`config.mk`:
```
export PLATFORM = sky130hd
export DESIGN_NAME = systolic_top
export DESIGN_NICKNAME = d
export VERILOG_FILES = /design/src/source/sa_pkg.sv /design/src/source/buf_ctrl_if.sv /design/src/source/lane_fifo.sv /design/src/source/weight_buffer.sv /design/src/source/sa_ctrl.sv /design/src/source/pe_array.sv /design/src/source/systolic_top.sv
export VERILOG_INCLUDE_DIRS = /design/src /design/src/source
export SDC_FILE = /design/constraint.sdc
export NUM_CORES = 2
export LEC_CHECK = 0
export BUFFER_PORTS_ARGS = -buffer_cell sky130_fd_sc_hd__buf_2
export CORE_UTILIZATION = 54
export DETAILED_ROUTE_END_ITERATION = 10
export PLACE_DENSITY = 0.7
export SYNTH_ARGS = -nofsm -noshare
export SYNTH_HDL_FRONTEND = slang
export SYNTH_HIERARCHICAL = 1
export SYNTH_SLANG_ARGS = --single-unit
export TNS_END_PERCENT = 5
```
`constraint.sdc`:
```
create_clock -name clk -period 7.8 [get_ports clk]
set_input_delay 1.56 -clock clk [delete_from_list [all_inputs] [get_ports clk]]
set_output_delay 1.56 -clock clk [all_outputs]
set_load 0.01 [all_outputs]
```
`src/source/sa_macros.svh`:
```
`ifndef SA_MACROS_SVH
`define SA_MACROS_SVH

// Array dimension, also the depth of each lane FIFO.
`define SA_PE_SIZE 4

// Weight and activation width.
`define SA_DATA_W 8

// Partial sum and result width, sized so a full column sum cannot overflow.
`define SA_ACC_W 20

`endif

```
`src/source/sa_pkg.sv`:
```
`include "sa_macros.svh"

package sa_pkg;

    // Weights and activations.
    typedef logic signed [`SA_DATA_W-1:0] data_t;

    // Partial sums and results.
    typedef logic signed [`SA_ACC_W-1:0] acc_t;

    // Weight load sequencer.
    typedef enum logic [1:0] {
        IDLE,
        POP,
        DRAIN
    } load_state_e;

endpackage

```
`src/source/buf_ctrl_if.sv`:
```
`timescale 1ns/1ps
`include "sa_macros.svh"

interface buf_ctrl_if;

    logic                   rden;
    logic                   any_empty;
    logic                   any_full;
    logic [`SA_PE_SIZE-1:0] col_en;

    modport ctrl (
        output rden,
        input  any_empty,
        input  any_full,
        input  col_en
    );

    // Weight buffer side.
    modport wbuf (
        input  rden,
        output any_empty,
        output any_full,
        output col_en
    );

endinterface

```
`src/source/lane_fifo.sv`:
```
`timescale 1ns/1ps
`include "sa_macros.svh"

module lane_fifo (
    input  logic          clk,
    input  logic          rst_n_i,
    input  logic          wr_en_i,
    input  logic          rd_en_i,
    input  sa_pkg::data_t wr_data_i,
    output sa_pkg::data_t rd_data_o,
    output logic          full_o,
    output logic          empty_o
);

    localparam int DEPTH = `SA_PE_SIZE;
    localparam int PTR_W = (DEPTH > 1) ? $clog2(DEPTH) : 1;

    sa_pkg::data_t    mem [DEPTH];
    logic [PTR_W-1:0] wr_ptr;
    logic [PTR_W-1:0] rd_ptr;
    logic [PTR_W:0]   count;
    logic             do_wr;
    logic             do_rd;

    assign do_wr = wr_en_i && !full_o;
    assign do_rd = rd_en_i && !empty_o;

    always_ff @(posedge clk) begin
        if (!rst_n_i) begin
            wr_ptr <= '0;
            rd_ptr <= '0;
            count  <= '0;
        end else begin
            if (do_wr) begin
                wr_ptr <= (wr_ptr == PTR_W'(DEPTH - 1)) ? '0 : wr_ptr + 1'b1;
            end
            if (do_rd) begin
                rd_ptr <= (rd_ptr == PTR_W'(DEPTH - 1)) ? '0 : rd_ptr + 1'b1;
            end
            case ({do_wr, do_rd})
                2'b10:   count <= count + 1'b1;
                2'b01:   count <= count - 1'b1;
                default: count <= count;
            endcase
        end
    end

    always_ff @(posedge clk) begin
        if (do_wr) begin
            mem[wr_ptr] <= wr_data_i;
        end
    end

    // Head entry falls through, valid in the same cycle as the pop.
    assign rd_data_o = mem[rd_ptr];
    assign full_o    = (count == (PTR_W + 1)'(DEPTH));
    assign empty_o   = (count == '0);

endmodule

```
`src/source/weight_buffer.sv`:
```
`timescale 1ns/1ps
`include "sa_macros.svh"

module weight_buffer (
    input  logic                            clk,
    input  logic                            rst_n_i,
    input  logic                            wr_en_i,
    input  sa_pkg::data_t [`SA_PE_SIZE-1:0] wr_data_i,
    output sa_pkg::data_t [`SA_PE_SIZE-1:0] rd_data_o,
    output logic                            buf_full_o,
    buf_ctrl_if.wbuf                        bus
);

    localparam int N = `SA_PE_SIZE;

    logic [N-1:0] pop;
    logic [N-2:0] rden_dly;
    logic [N-1:0] full;
    logic [N-1:0] empty;

    // Lane c pops c cycles after lane 0.
    assign pop = {rden_dly, bus.rden};

    always_ff @(posedge clk) begin
        if (!rst_n_i) begin
            rden_dly <= '0;
        end else begin
            rden_dly <= pop[N-2:0];
        end
    end

    for (genvar c = 0; c < N; c++) begin : g_lane
        lane_fifo i_lane_fifo (
            .clk       (clk),
            .rst_n_i   (rst_n_i),
            .wr_en_i   (wr_en_i),
            .rd_en_i   (pop[c]),
            .wr_data_i (wr_data_i[c]),
            .rd_data_o (rd_data_o[c]),
            .full_o    (full[c]),
            .empty_o   (empty[c])
        );
    end

    // The pop strobes double as the column load enables.
    assign bus.col_en    = pop;
    assign bus.any_empty = |empty;
    assign bus.any_full  = |full;
    assign buf_full_o    = |full;

endmodule

```
`src/source/sa_ctrl.sv`:
```
`timescale 1ns/1ps
`include "sa_macros.svh"

module sa_ctrl (
    input  logic     clk,
    input  logic     rst_n_i,
    input  logic     load_start_i,
    input  logic     act_valid_i,
    buf_ctrl_if.ctrl bus,
    output logic     act_fire_o,
    output logic     load_busy_o,
    output logic     load_done_o
);

    localparam int LAST  = `SA_PE_SIZE - 1;
    localparam int CNT_W = (`SA_PE_SIZE > 1) ? $clog2(`SA_PE_SIZE) : 1;

    sa_pkg::load_state_e state;
    logic [CNT_W-1:0]    pop_cnt;
    logic                load_accept;
    logic                weights_ready;

    assign load_accept = (state == sa_pkg::IDLE) && load_start_i && !bus.any_empty;

    always_ff @(posedge clk) begin
        if (!rst_n_i) begin
            state         <= sa_pkg::IDLE;
            pop_cnt       <= '0;
            weights_ready <= 1'b0;
        end else begin
            case (state)
                sa_pkg::IDLE: begin
                    pop_cnt <= '0;
                    if (load_accept) begin
                        state         <= sa_pkg::POP;
                        weights_ready <= 1'b0;
                    end
                end
                sa_pkg::POP: begin
                    pop_cnt <= pop_cnt + 1'b1;
                    if (pop_cnt == CNT_W'(LAST)) begin
                        state <= sa_pkg::DRAIN;
                    end
                end
                sa_pkg::DRAIN: begin
                    // Last column has taken its final word.
                    if (!bus.col_en[LAST]) begin
                        state         <= sa_pkg::IDLE;
                        weights_ready <= 1'b1;
                    end
                end
                default: state <= sa_pkg::IDLE;
            endcase
        end
    end

    assign bus.rden = (state == sa_pkg::POP);

    // Busy spans the pop phase plus the skew of the last column.
    assign load_busy_o = (state == sa_pkg::POP) ||
                         ((state == sa_pkg::DRAIN) && bus.col_en[LAST]);
    assign load_done_o = (state == sa_pkg::DRAIN) && !bus.col_en[LAST];

    // Weights are stable from the done cycle on.
    assign act_fire_o = act_valid_i && (weights_ready || load_done_o) &&
                        !load_busy_o && !load_accept;

endmodule

```
`src/source/pe_array.sv`:
```
`timescale 1ns/1ps
`include "sa_macros.svh"

module pe_array (
    input  logic                            clk,
    input  logic                            rst_n_i,
    input  logic          [`SA_PE_SIZE-1:0] col_en_i,
    input  sa_pkg::data_t [`SA_PE_SIZE-1:0] w_data_i,
    input  logic                            act_fire_i,
    input  sa_pkg::data_t [`SA_PE_SIZE-1:0] act_data_i,
    output logic                            res_valid_o,
    output sa_pkg::acc_t  [`SA_PE_SIZE-1:0] res_data_o
);

    localparam int N = `SA_PE_SIZE;

    // Row 0 of w_link and p_link feeds the top edge of the grid.
    sa_pkg::data_t          w_link [N+1][N];
    sa_pkg::data_t          a_link [N][N];
    sa_pkg::acc_t           p_link [N+1][N];
    sa_pkg::data_t [N-1:0]  act_in;
    logic          [2*N-1:0] vld_q;

    // Bubbles carry zero so idle columns sum to zero.
    assign act_in = act_fire_i ? act_data_i : '0;

    for (genvar r = 0; r < N; r++) begin : g_skew
        if (r == 0) begin : g_direct
            assign a_link[r][0] = act_in[r];
        end else begin : g_dly
            sa_pkg::data_t dly_q [r];

            always_ff @(posedge clk) begin
                dly_q[0] <= act_in[r];
                for (int k = 1; k < r; k++) begin
                    dly_q[k] <= dly_q[k-1];
                end
            end

            assign a_link[r][0] = dly_q[r-1];
        end
    end

    for (genvar c = 0; c < N; c++) begin : g_edge
        assign w_link[0][c] = w_data_i[c];
        assign p_link[0][c] = '0;
    end

    for (genvar r = 0; r < N; r++) begin : g_row
        for (genvar c = 0; c < N; c++) begin : g_col
            sa_pkg::acc_t prod;

            assign prod = a_link[r][c] * w_link[r+1][c];

            always_ff @(posedge clk) begin
                // Weights shift down one row while the column loads.
                if (col_en_i[c]) begin
                    w_link[r+1][c] <= w_link[r][c];
                end
                p_link[r+1][c] <= p_link[r][c] + prod;
            end

            // The last column passes its activation nowhere.
            if (c < N - 1) begin : g_pass
                always_ff @(posedge clk) begin
                    a_link[r][c+1] <= a_link[r][c];
                end
            end
        end
    end

    // Column c leaves the grid c cycles late, so it waits N-1-c more.
    for (genvar c = 0; c < N; c++) begin : g_deskew
        sa_pkg::acc_t dsk_q [N-c];

        always_ff @(posedge clk) begin
            dsk_q[0] <= p_link[N][c];
            for (int k = 1; k < N - c; k++) begin
                dsk_q[k] <= dsk_q[k-1];
            end
        end

        assign res_data_o[c] = dsk_q[N-c-1];
    end

    always_ff @(posedge clk) begin
        if (!rst_n_i) begin
            vld_q <= '0;
        end else begin
            vld_q <= {vld_q[2*N-2:0], act_fire_i};
        end
    end

    assign res_valid_o = vld_q[2*N-1];

endmodule

```
`src/source/systolic_top.sv`:
```
`timescale 1ns/1ps
`include "sa_macros.svh"

module systolic_top (
    input  logic                            clk,
    input  logic                            rst_n_i,
    input  logic                            wr_en_i,
    input  sa_pkg::data_t [`SA_PE_SIZE-1:0] wr_data_i,
    output logic                            buf_full_o,
    input  logic                            load_start_i,
    output logic                            load_busy_o,
    output logic                            load_done_o,
    input  logic                            act_valid_i,
    input  sa_pkg::data_t [`SA_PE_SIZE-1:0] act_data_i,
    output logic                            res_valid_o,
    output sa_pkg::acc_t  [`SA_PE_SIZE-1:0] res_data_o
);

    buf_ctrl_if bus_if ();

    sa_pkg::data_t [`SA_PE_SIZE-1:0] w_data;
    logic                            act_fire;

    weight_buffer i_weight_buffer (
        .clk        (clk),
        .rst_n_i    (rst_n_i),
        .wr_en_i    (wr_en_i),
        .wr_data_i  (wr_data_i),
        .rd_data_o  (w_data),
        .buf_full_o (buf_full_o),
        .bus        (bus_if.wbuf)
    );

    sa_ctrl i_sa_ctrl (
        .clk          (clk),
        .rst_n_i      (rst_n_i),
        .load_start_i (load_start_i),
        .act_valid_i  (act_valid_i),
        .bus          (bus_if.ctrl),
        .act_fire_o   (act_fire),
        .load_busy_o  (load_busy_o),
        .load_done_o  (load_done_o)
    );

    pe_array i_pe_array (
        .clk         (clk),
        .rst_n_i     (rst_n_i),
        .col_en_i    (bus_if.col_en),
        .w_data_i    (w_data),
        .act_fire_i  (act_fire),
        .act_data_i  (act_data_i),
        .res_valid_o (res_valid_o),
        .res_data_o  (res_data_o)
    );

endmodule

```
======== Yosys cells after proc, flatten, opt, wreduce, memory -nomap -nowiden ========
Memories as Yosys holds them, arrays and structs flattened. A register that Yosys moved wholly into a read port is not among the register bits.
Index checks and enable logic that the tools add are counted.
W data, S select, Z words.
word-level totals
  flip-flop bits (word level) ............. 556
  RAM bits ................................ 376
  bits of input ports ..................... 69
  output and inout bits ................... 84
  logic and storage cells ................. 212
  memories kept ........................... 11
cells by class
  $add $sub $neg .......................... 29
  $mul .................................... 16
  eq/ne operators ......................... 26
  muxes and demuxes ....................... 29
  reductions and logical operators ........ 44
memories
  name                                       depth  bits a word  read ports  clocked after memory_dff  write ports  RTL line         RTL
  i_pe_array.g_deskew[0].dsk_q               4      20           4           0                         4            pe_array.sv:74   sa_pkg::acc_t dsk_q [N-c];
  i_pe_array.g_deskew[1].dsk_q               3      20           3           0                         3            pe_array.sv:74
  i_pe_array.g_deskew[2].dsk_q               2      20           2           0                         2            pe_array.sv:74
  i_weight_buffer.g_lane[0].i_lane_fifo.mem  4      8            1           1                         1            lane_fifo.sv:18  sa_pkg::data_t mem [DEPTH];
  i_weight_buffer.g_lane[1].i_lane_fifo.mem  4      8            1           1                         1            lane_fifo.sv:18
  i_weight_buffer.g_lane[2].i_lane_fifo.mem  4      8            1           1                         1            lane_fifo.sv:18
  5 more memories                            -      -            -           -                         -            -
operators by type and width
  operator               count
  $mul A8 B8 Y16         16
  $add A20 B20 Y20       12
  $mux W32               1
  $eq A2 B2 Y1 const B   14
  $pmux W3 S2            4
  $mux W2                11
  $add A2 B1 Y2 const B  9
  $logic_and A1 B1 Y1    15
  $add A3 B1 Y3 const B  4
  $eq A3 B3 Y1 const B   4
  $logic_not A1 Y1       12
  $logic_not A3 Y1       4
  $reduce_bool A2 Y1     6
  $sub A3 B1 Y3 const B  4
  $eq A2 B1 Y1 const B   5
  $mux W1                10
  $reduce_or A4 Y1       2
  $pmux W2 S3            1
  $reduce_and A3 Y1      2
  $ne A2 B1 Y1 const B   2
  $pmux W2 S2            1
  $logic_not A2 Y1       1
  $logic_or A1 B1 Y1     2
  $ne A2 B2 Y1 const B   1
  $pmux W1 S2            1

======== Logic depth before layout (Yosys ltp) ========
  depth after elaboration ................. 8
  depth in mapped cells ................... 24

======== Hierarchy ========
Netlist, hierarchy kept.
modules (own cells, without submodules)
  module         times used  cells each  area each (µm²)  sequential area each (µm²)
  pe_array       1           6023        65145.0          16295.6
  lane_fifo      4           98          1644.1           1141.1
  sa_ctrl        1           32          282.8            100.1
  weight_buffer  1           10          108.9            60.1

======== Worst setup path before layout ========
OpenSTA, ideal clock, no wires.
  path kind ............................... input-to-reg
  start ................................... input port load_start_i
  end ..................................... register i_pe_array/p_link[315] (netlist name)
  arrival ................................. 5.763 ns
  path slack .............................. 1.916 ns
  stages on the path ...................... 19
  path buffers ............................ 2
  path through ............................ nand2b_1 > nand3_1 > a21boi_1 > clkbuf_1 > and2_1 > clkbuf_1 > nand2_1 > fa_1 > fa_1 > fa_1 > fa_1 > inv_1 > ha_1 > o21ai_0 > nand2_1 > a31o_2 > a41oi_1 > o21bai_1 > xnor2_1
RTL lines
  item                             RTL line            RTL
  from (decl)                      systolic_top.sv:10  input logic load_start_i,
  to (signal, indexed assignment)  pe_array.sv:60      p_link[r+1][c] <= p_link[r][c] + prod;
  to (decl)                        pe_array.sv:20      sa_pkg::acc_t p_link [N+1][N];

======== Worst setup path after layout ========
  start ................................... input port load_start_i
  end ..................................... register i_pe_array/p_link[315] (netlist name)
between the ends
  word-level cells in the longest chain between the ends .. 6
RTL lines
  item                                       RTL line            RTL
  $logic_and A1 B1 Y1 (2 in a row)           sa_ctrl.sv:23       assign load_accept = (state == sa_pkg::IDLE) && load_start_i && !bus.any_empty;
  $logic_not A1 Y1                           sa_ctrl.sv:66       !load_busy_o && !load_accept;
  $logic_and A1 B1 Y1                        sa_ctrl.sv:66
  via act_fire                               systolic_top.sv:22  logic act_fire;
  $mux W32                                   pe_array.sv:25      assign act_in = act_fire_i ? act_data_i : '0;
  $mul A8 B8 Y16                             pe_array.sv:53      assign prod = a_link[r][c] * w_link[r+1][c];
  via i_pe_array.g_row[0].g_col[0].prod[15]  pe_array.sv:51      sa_pkg::acc_t prod;
The timed path passes the listed nets, and every way through them passes these cells.
A chain may end at the register's enable or synchronous reset.

==> load_flow_metrics.sql <==
INSERT INTO impl_metrics (metric_group, metric, value, unit) VALUES
('power', 'cellLeakagePower', '38.1', 'nW'),
('grt', 'gr-total-overflow', '0', ''),
('route', 'remaining_number_of_nets_flagged_by_the_antenna_check_after_routing', '0', ''),
('placed_design', 'dp_hpwl', '103', 'mm'),
('die', 'floorplan.initialDensity', '54.6', '%'),
('die', 'die_h', '367', 'µm'),
('timing', 'fin_worst_skew', '0.0412', 'ns'),
('yosys', 'syn-instance-count', '6456', ''),
('critical_path', 'path_class', 'in -> reg', ''),
('power', 'combPwrFrac', '6.8', '%'),
('placed_design', 'gp_congestion', '0.834', ''),
('yosys', 'post_synth.cell_area_avg', '11.2', 'µm²'),
('grt', 'grt_first_pass_wirelength', '219', 'mm'),
('timing', 'timing_max_transition_violations_final', '0', ''),
('critical_path', 'ff2ff_setup_slack', '1.81', 'ns'),
('die', 'io-pin-count', '153', ''),
('critical_path', 'reg2regPathDepth', '18', ''),
('clock_network', 'tritoncts_num_sinks', '922', ''),
('timing', 'maxSlewHeadroom', '30.7', '%'),
('timing', 'hold_violations', '0', ''),
('clock_network', 'clock_latency', '0.73', 'ns'),
('clock_network', 'cts_htree_levels', '3', ''),
('die', 'placementRows', '133', ''),
('min_path', 'class_of_the_tightest_hold_or_removal_check', 'reg -> reg', ''),
('grt', 'globalRouteTotalUtil', '19.6', '%'),
('power', 'ir_drop', '0.000213', 'V'),
('power', 'share_clk_of_total_power', '44.4', '%'),
('yosys', 'syn-num-nets', '8350', ''),
('clock_network', 'cts-hold-fix-buffers', '0', ''),
('timing', 'max_freq', '165', 'MHz'),
('timing', 'fin_crit_share', '77.8', '%'),
('yosys', 'yosysWarningCount', '6', ''),
('min_path', 'hold_path_end', 'i_pe_array/g_deskew[1].dsk_q[0][15]', ''),
('critical_path', 'crit_chain', 'buf_2, nand2b_1, nand3_1, a21boi_4, buf_4, and2_1, nand2b_1, fa_1, fa_1, fa_1, fa_1, inv_1, ha_1, o21ai_0, nand2_1, a31o_2, a41oi_1, o21bai_1, xnor2_1', ''),
('clock_network', 'clock_tree.buffer_depth', '3', ''),
('die', 'design.core.area', '0.132', 'mm²'),
('power', 'internal_power', '8.46', 'mW'),
('power', 'switching_power', '2.46', 'mW'),
('clock_network', 'clk_transition_reported_paths', '0.06', 'ns'),
('min_path', 'hold_depth', '0', ''),
('route', 'drt-pass1-iter-count', '5', ''),
('critical_path', 'timing.critical_path.from_type', 'primary input', ''),
('clock_network', 'cts.root.buffer_cell', 'sky130_fd_sc_hd__clkbuf_16', ''),
('die', 'die_area', '0.135', 'mm²'),
('route', 'drtIter0Drc', '1898', ''),
('timing', 'rsz0062_at_grt', 'no', ''),
('layout', 'final_nets', '8518', ''),
('run_status', 'status', 'completed', ''),
('critical_path', 'crit-reg2reg-capture', 'i_pe_array/p_link[315]', ''),
('timing', 'final.setup.tns', '0', 'ns'),
('critical_path', 'critPathTopFamily', 'adder cells', ''),
('route', 'detail_route.drc_violations', '0', ''),
('critical_path', 'beginning_of_the_worst_register_to_register_path', 'i_weight_buffer/rden_dly[2]', ''),
('route', 'route.detailed.wl_per_inst', '14.7', 'µm'),
('critical_path', 'worst-path-max-fanout', '42', ''),
('critical_path', 'critical_path_buffers_and_inverters', '3', ''),
('placed_design', 'io_buffers', '152', ''),
('critical_path', 'maximum_single_stage_delay_on_the_critical_path', '0.53', 'ns'),
('timing', 'setup_viol', '0', ''),
('layout', 'final_area', '0.0780', 'mm²'),
('min_path', 'min-delay-start', 'i_pe_array/p_link[55]', ''),
('timing', 'max_slew.worst_pin.slew', '1.04', 'ns'),
('critical_path', 'crit_top_cell', 'sky130_fd_sc_hd__fa_1', ''),
('route', 'dr_total_vias', '42100', ''),
('die', 'die_w', '367', 'µm'),
('route', 'post_drt_via_cell_ratio', '4.97', ''),
('route', 'wirelength', '125', 'mm'),
('clock_network', 'cts_resized', '0', ''),
('grt', 'grt_pass1_vias', '45700', ''),
('critical_path', 'crit_path_end_kind', 'register', ''),
('yosys', 'synth_area', '0.0721', 'mm²');
==> routing by layer <==
metal / GRT usage [%] / part of all wire, % / vias to the layer above
met2: 34.2 / 49 / 620
met3: 2.80 / 3.8 / 158
li1: - / - / 20100
met4: 4.54 / 2.0 / 6
met1: 25.8 / 45 / 21100
met5: 0 / 0.024 / -
==> flip-flops by register name, indices dropped and copies added, names as in the netlist, named ones only <==
| name | flops |
|---|---|
| i_sa_ctrl/pop_cnt | 2 |
| i_pe_array/g_skew.g_dly.dly_q | 48 |
| i_weight_buffer/g_lane.i_lane_fifo/mem | 128 |
| i_pe_array/g_deskew.dsk_q | 190 |
| i_pe_array/a_link | 96 |
| i_weight_buffer/g_lane.i_lane_fifo/count | 12 |
| i_pe_array/w_link | 128 |
| i_weight_buffer/rden_dly | 3 |
| i_sa_ctrl/weights_ready | 1 |
| i_pe_array/vld_q | 8 |
| i_sa_ctrl/state | 2 |
| i_weight_buffer/g_lane.i_lane_fifo/rd_ptr | 8 |
| i_pe_array/p_link | 280 |
| i_weight_buffer/g_lane.i_lane_fifo/wr_ptr | 8 |
==> worst register-to-register path, stage by stage (launching register included) <==
cell and delay (ns):
sky130_fd_sc_hd__dfxtp_2 0.61, sky130_fd_sc_hd__nor3b_2 0.33, sky130_fd_sc_hd__a31oi_1 0.10, sky130_fd_sc_hd__a21boi_4 0.54, sky130_fd_sc_hd__buf_4 0.49, sky130_fd_sc_hd__and2_1 0.29, sky130_fd_sc_hd__nand2b_1 0.15, sky130_fd_sc_hd__fa_1 0.43
sky130_fd_sc_hd__fa_1 0.52, sky130_fd_sc_hd__fa_1 0.43, sky130_fd_sc_hd__fa_1 0.50, sky130_fd_sc_hd__inv_1 0.05, sky130_fd_sc_hd__ha_1 0.31, sky130_fd_sc_hd__o21ai_0 0.32, sky130_fd_sc_hd__nand2_1 0.10, sky130_fd_sc_hd__a31o_2 0.27
sky130_fd_sc_hd__a41oi_1 0.21, sky130_fd_sc_hd__o21bai_1 0.10, sky130_fd_sc_hd__xnor2_1 0.13
==> stage by stage <==
stage / hold slack, ns / setup WS [ns] / std cells / power, mW / util [%]
finish: 0.318 / 1.73 / 8461 / 10.9 / 59.1
global route: 0.318 / 1.39 / 8460 / 11.4 / 59.1
CTS: 0.313 / 1.75 / 8460 / 11.1 / 59.1
detailed placement: 0.312 / 1.03 / 8277 / 6.18 / 56.5
global placement: 0.310 / 1.08 / 8277 / 6.14 / 56.5
floorplan: 0.310 / 1.92 / 6456 / 5.98 / -
==> how the worst max path moves through the flow <==
| stage | from | end | slack (ns) | cells past startpoint |
|---|---|---|---|---|
| 6_report | load_start_i | i_pe_array/p_link[315] | 1.73 | 19 |
| 5_1_grt | i_weight_buffer/rden_dly[2] | i_pe_array/p_link[315] | 1.39 | 20 |
| 4_1_cts | i_weight_buffer/rden_dly[2] | i_pe_array/p_link[315] | 1.75 | 18 |
| 3_5_place_dp | load_start_i | i_pe_array/p_link[315] | 1.03 | 19 |
| 3_3_place_gp | load_start_i | i_pe_array/p_link[315] | 1.08 | 21 |
| 2_1_floorplan | load_start_i | i_pe_array/p_link[315] | 1.92 | 19 |
==> layout by cell type, fill, tap and decap left out, drive strengths merged, types with 6 or more instances in the layout <==
master and instances:
xor2 51, buf 155, bufinv 6, nor3 33
o211ai 8, nand2 435, clkbuf 148, a21oi 95
a211oi 33, o21a 49, a31oi 17, or4 6
xnor2 204, a21o 43, nand3 34, nand3b 6
mux2i 9, nand4 7, and2 581, or3 13
edfxtp 256, ha 641, clkinv 25, nand2b 33
nor2b 43, o31ai 12, o21bai 20, fa 1184
o21ai 95, inv 1416, nor2 216, a21boi 10
o31a 10, and3 36, mux4 32, dfxtp 666
nor3b 9
==> area by class of cell <==
type	count	area, µm²	share of cell area [%]
multi-input cells	4031	45300	58.0
well taps	1755	2200	2.81
repair buffers	155	783	1.00
inverters	1414	5310	6.80
clock inverters	35	445	0.571
clock buffers	148	3000	3.85
diodes	1	2.50	0.00321
flip-flops and latches	922	21000	26.9
==> power by group through the flow <==
stage / Clock, mW / Sequential [mW] / Combinational, mW
detailed placement: 0 / 5.43 / 0.744
floorplan: 0 / 5.42 / 0.561
global placement: 0 / 5.42 / 0.719
finish: 4.85 / 5.32 / 0.743
CTS: 5.00 / 5.33 / 0.753
global route: 5.18 / 5.35 / 0.849
(Power assumes the default switching activity.)
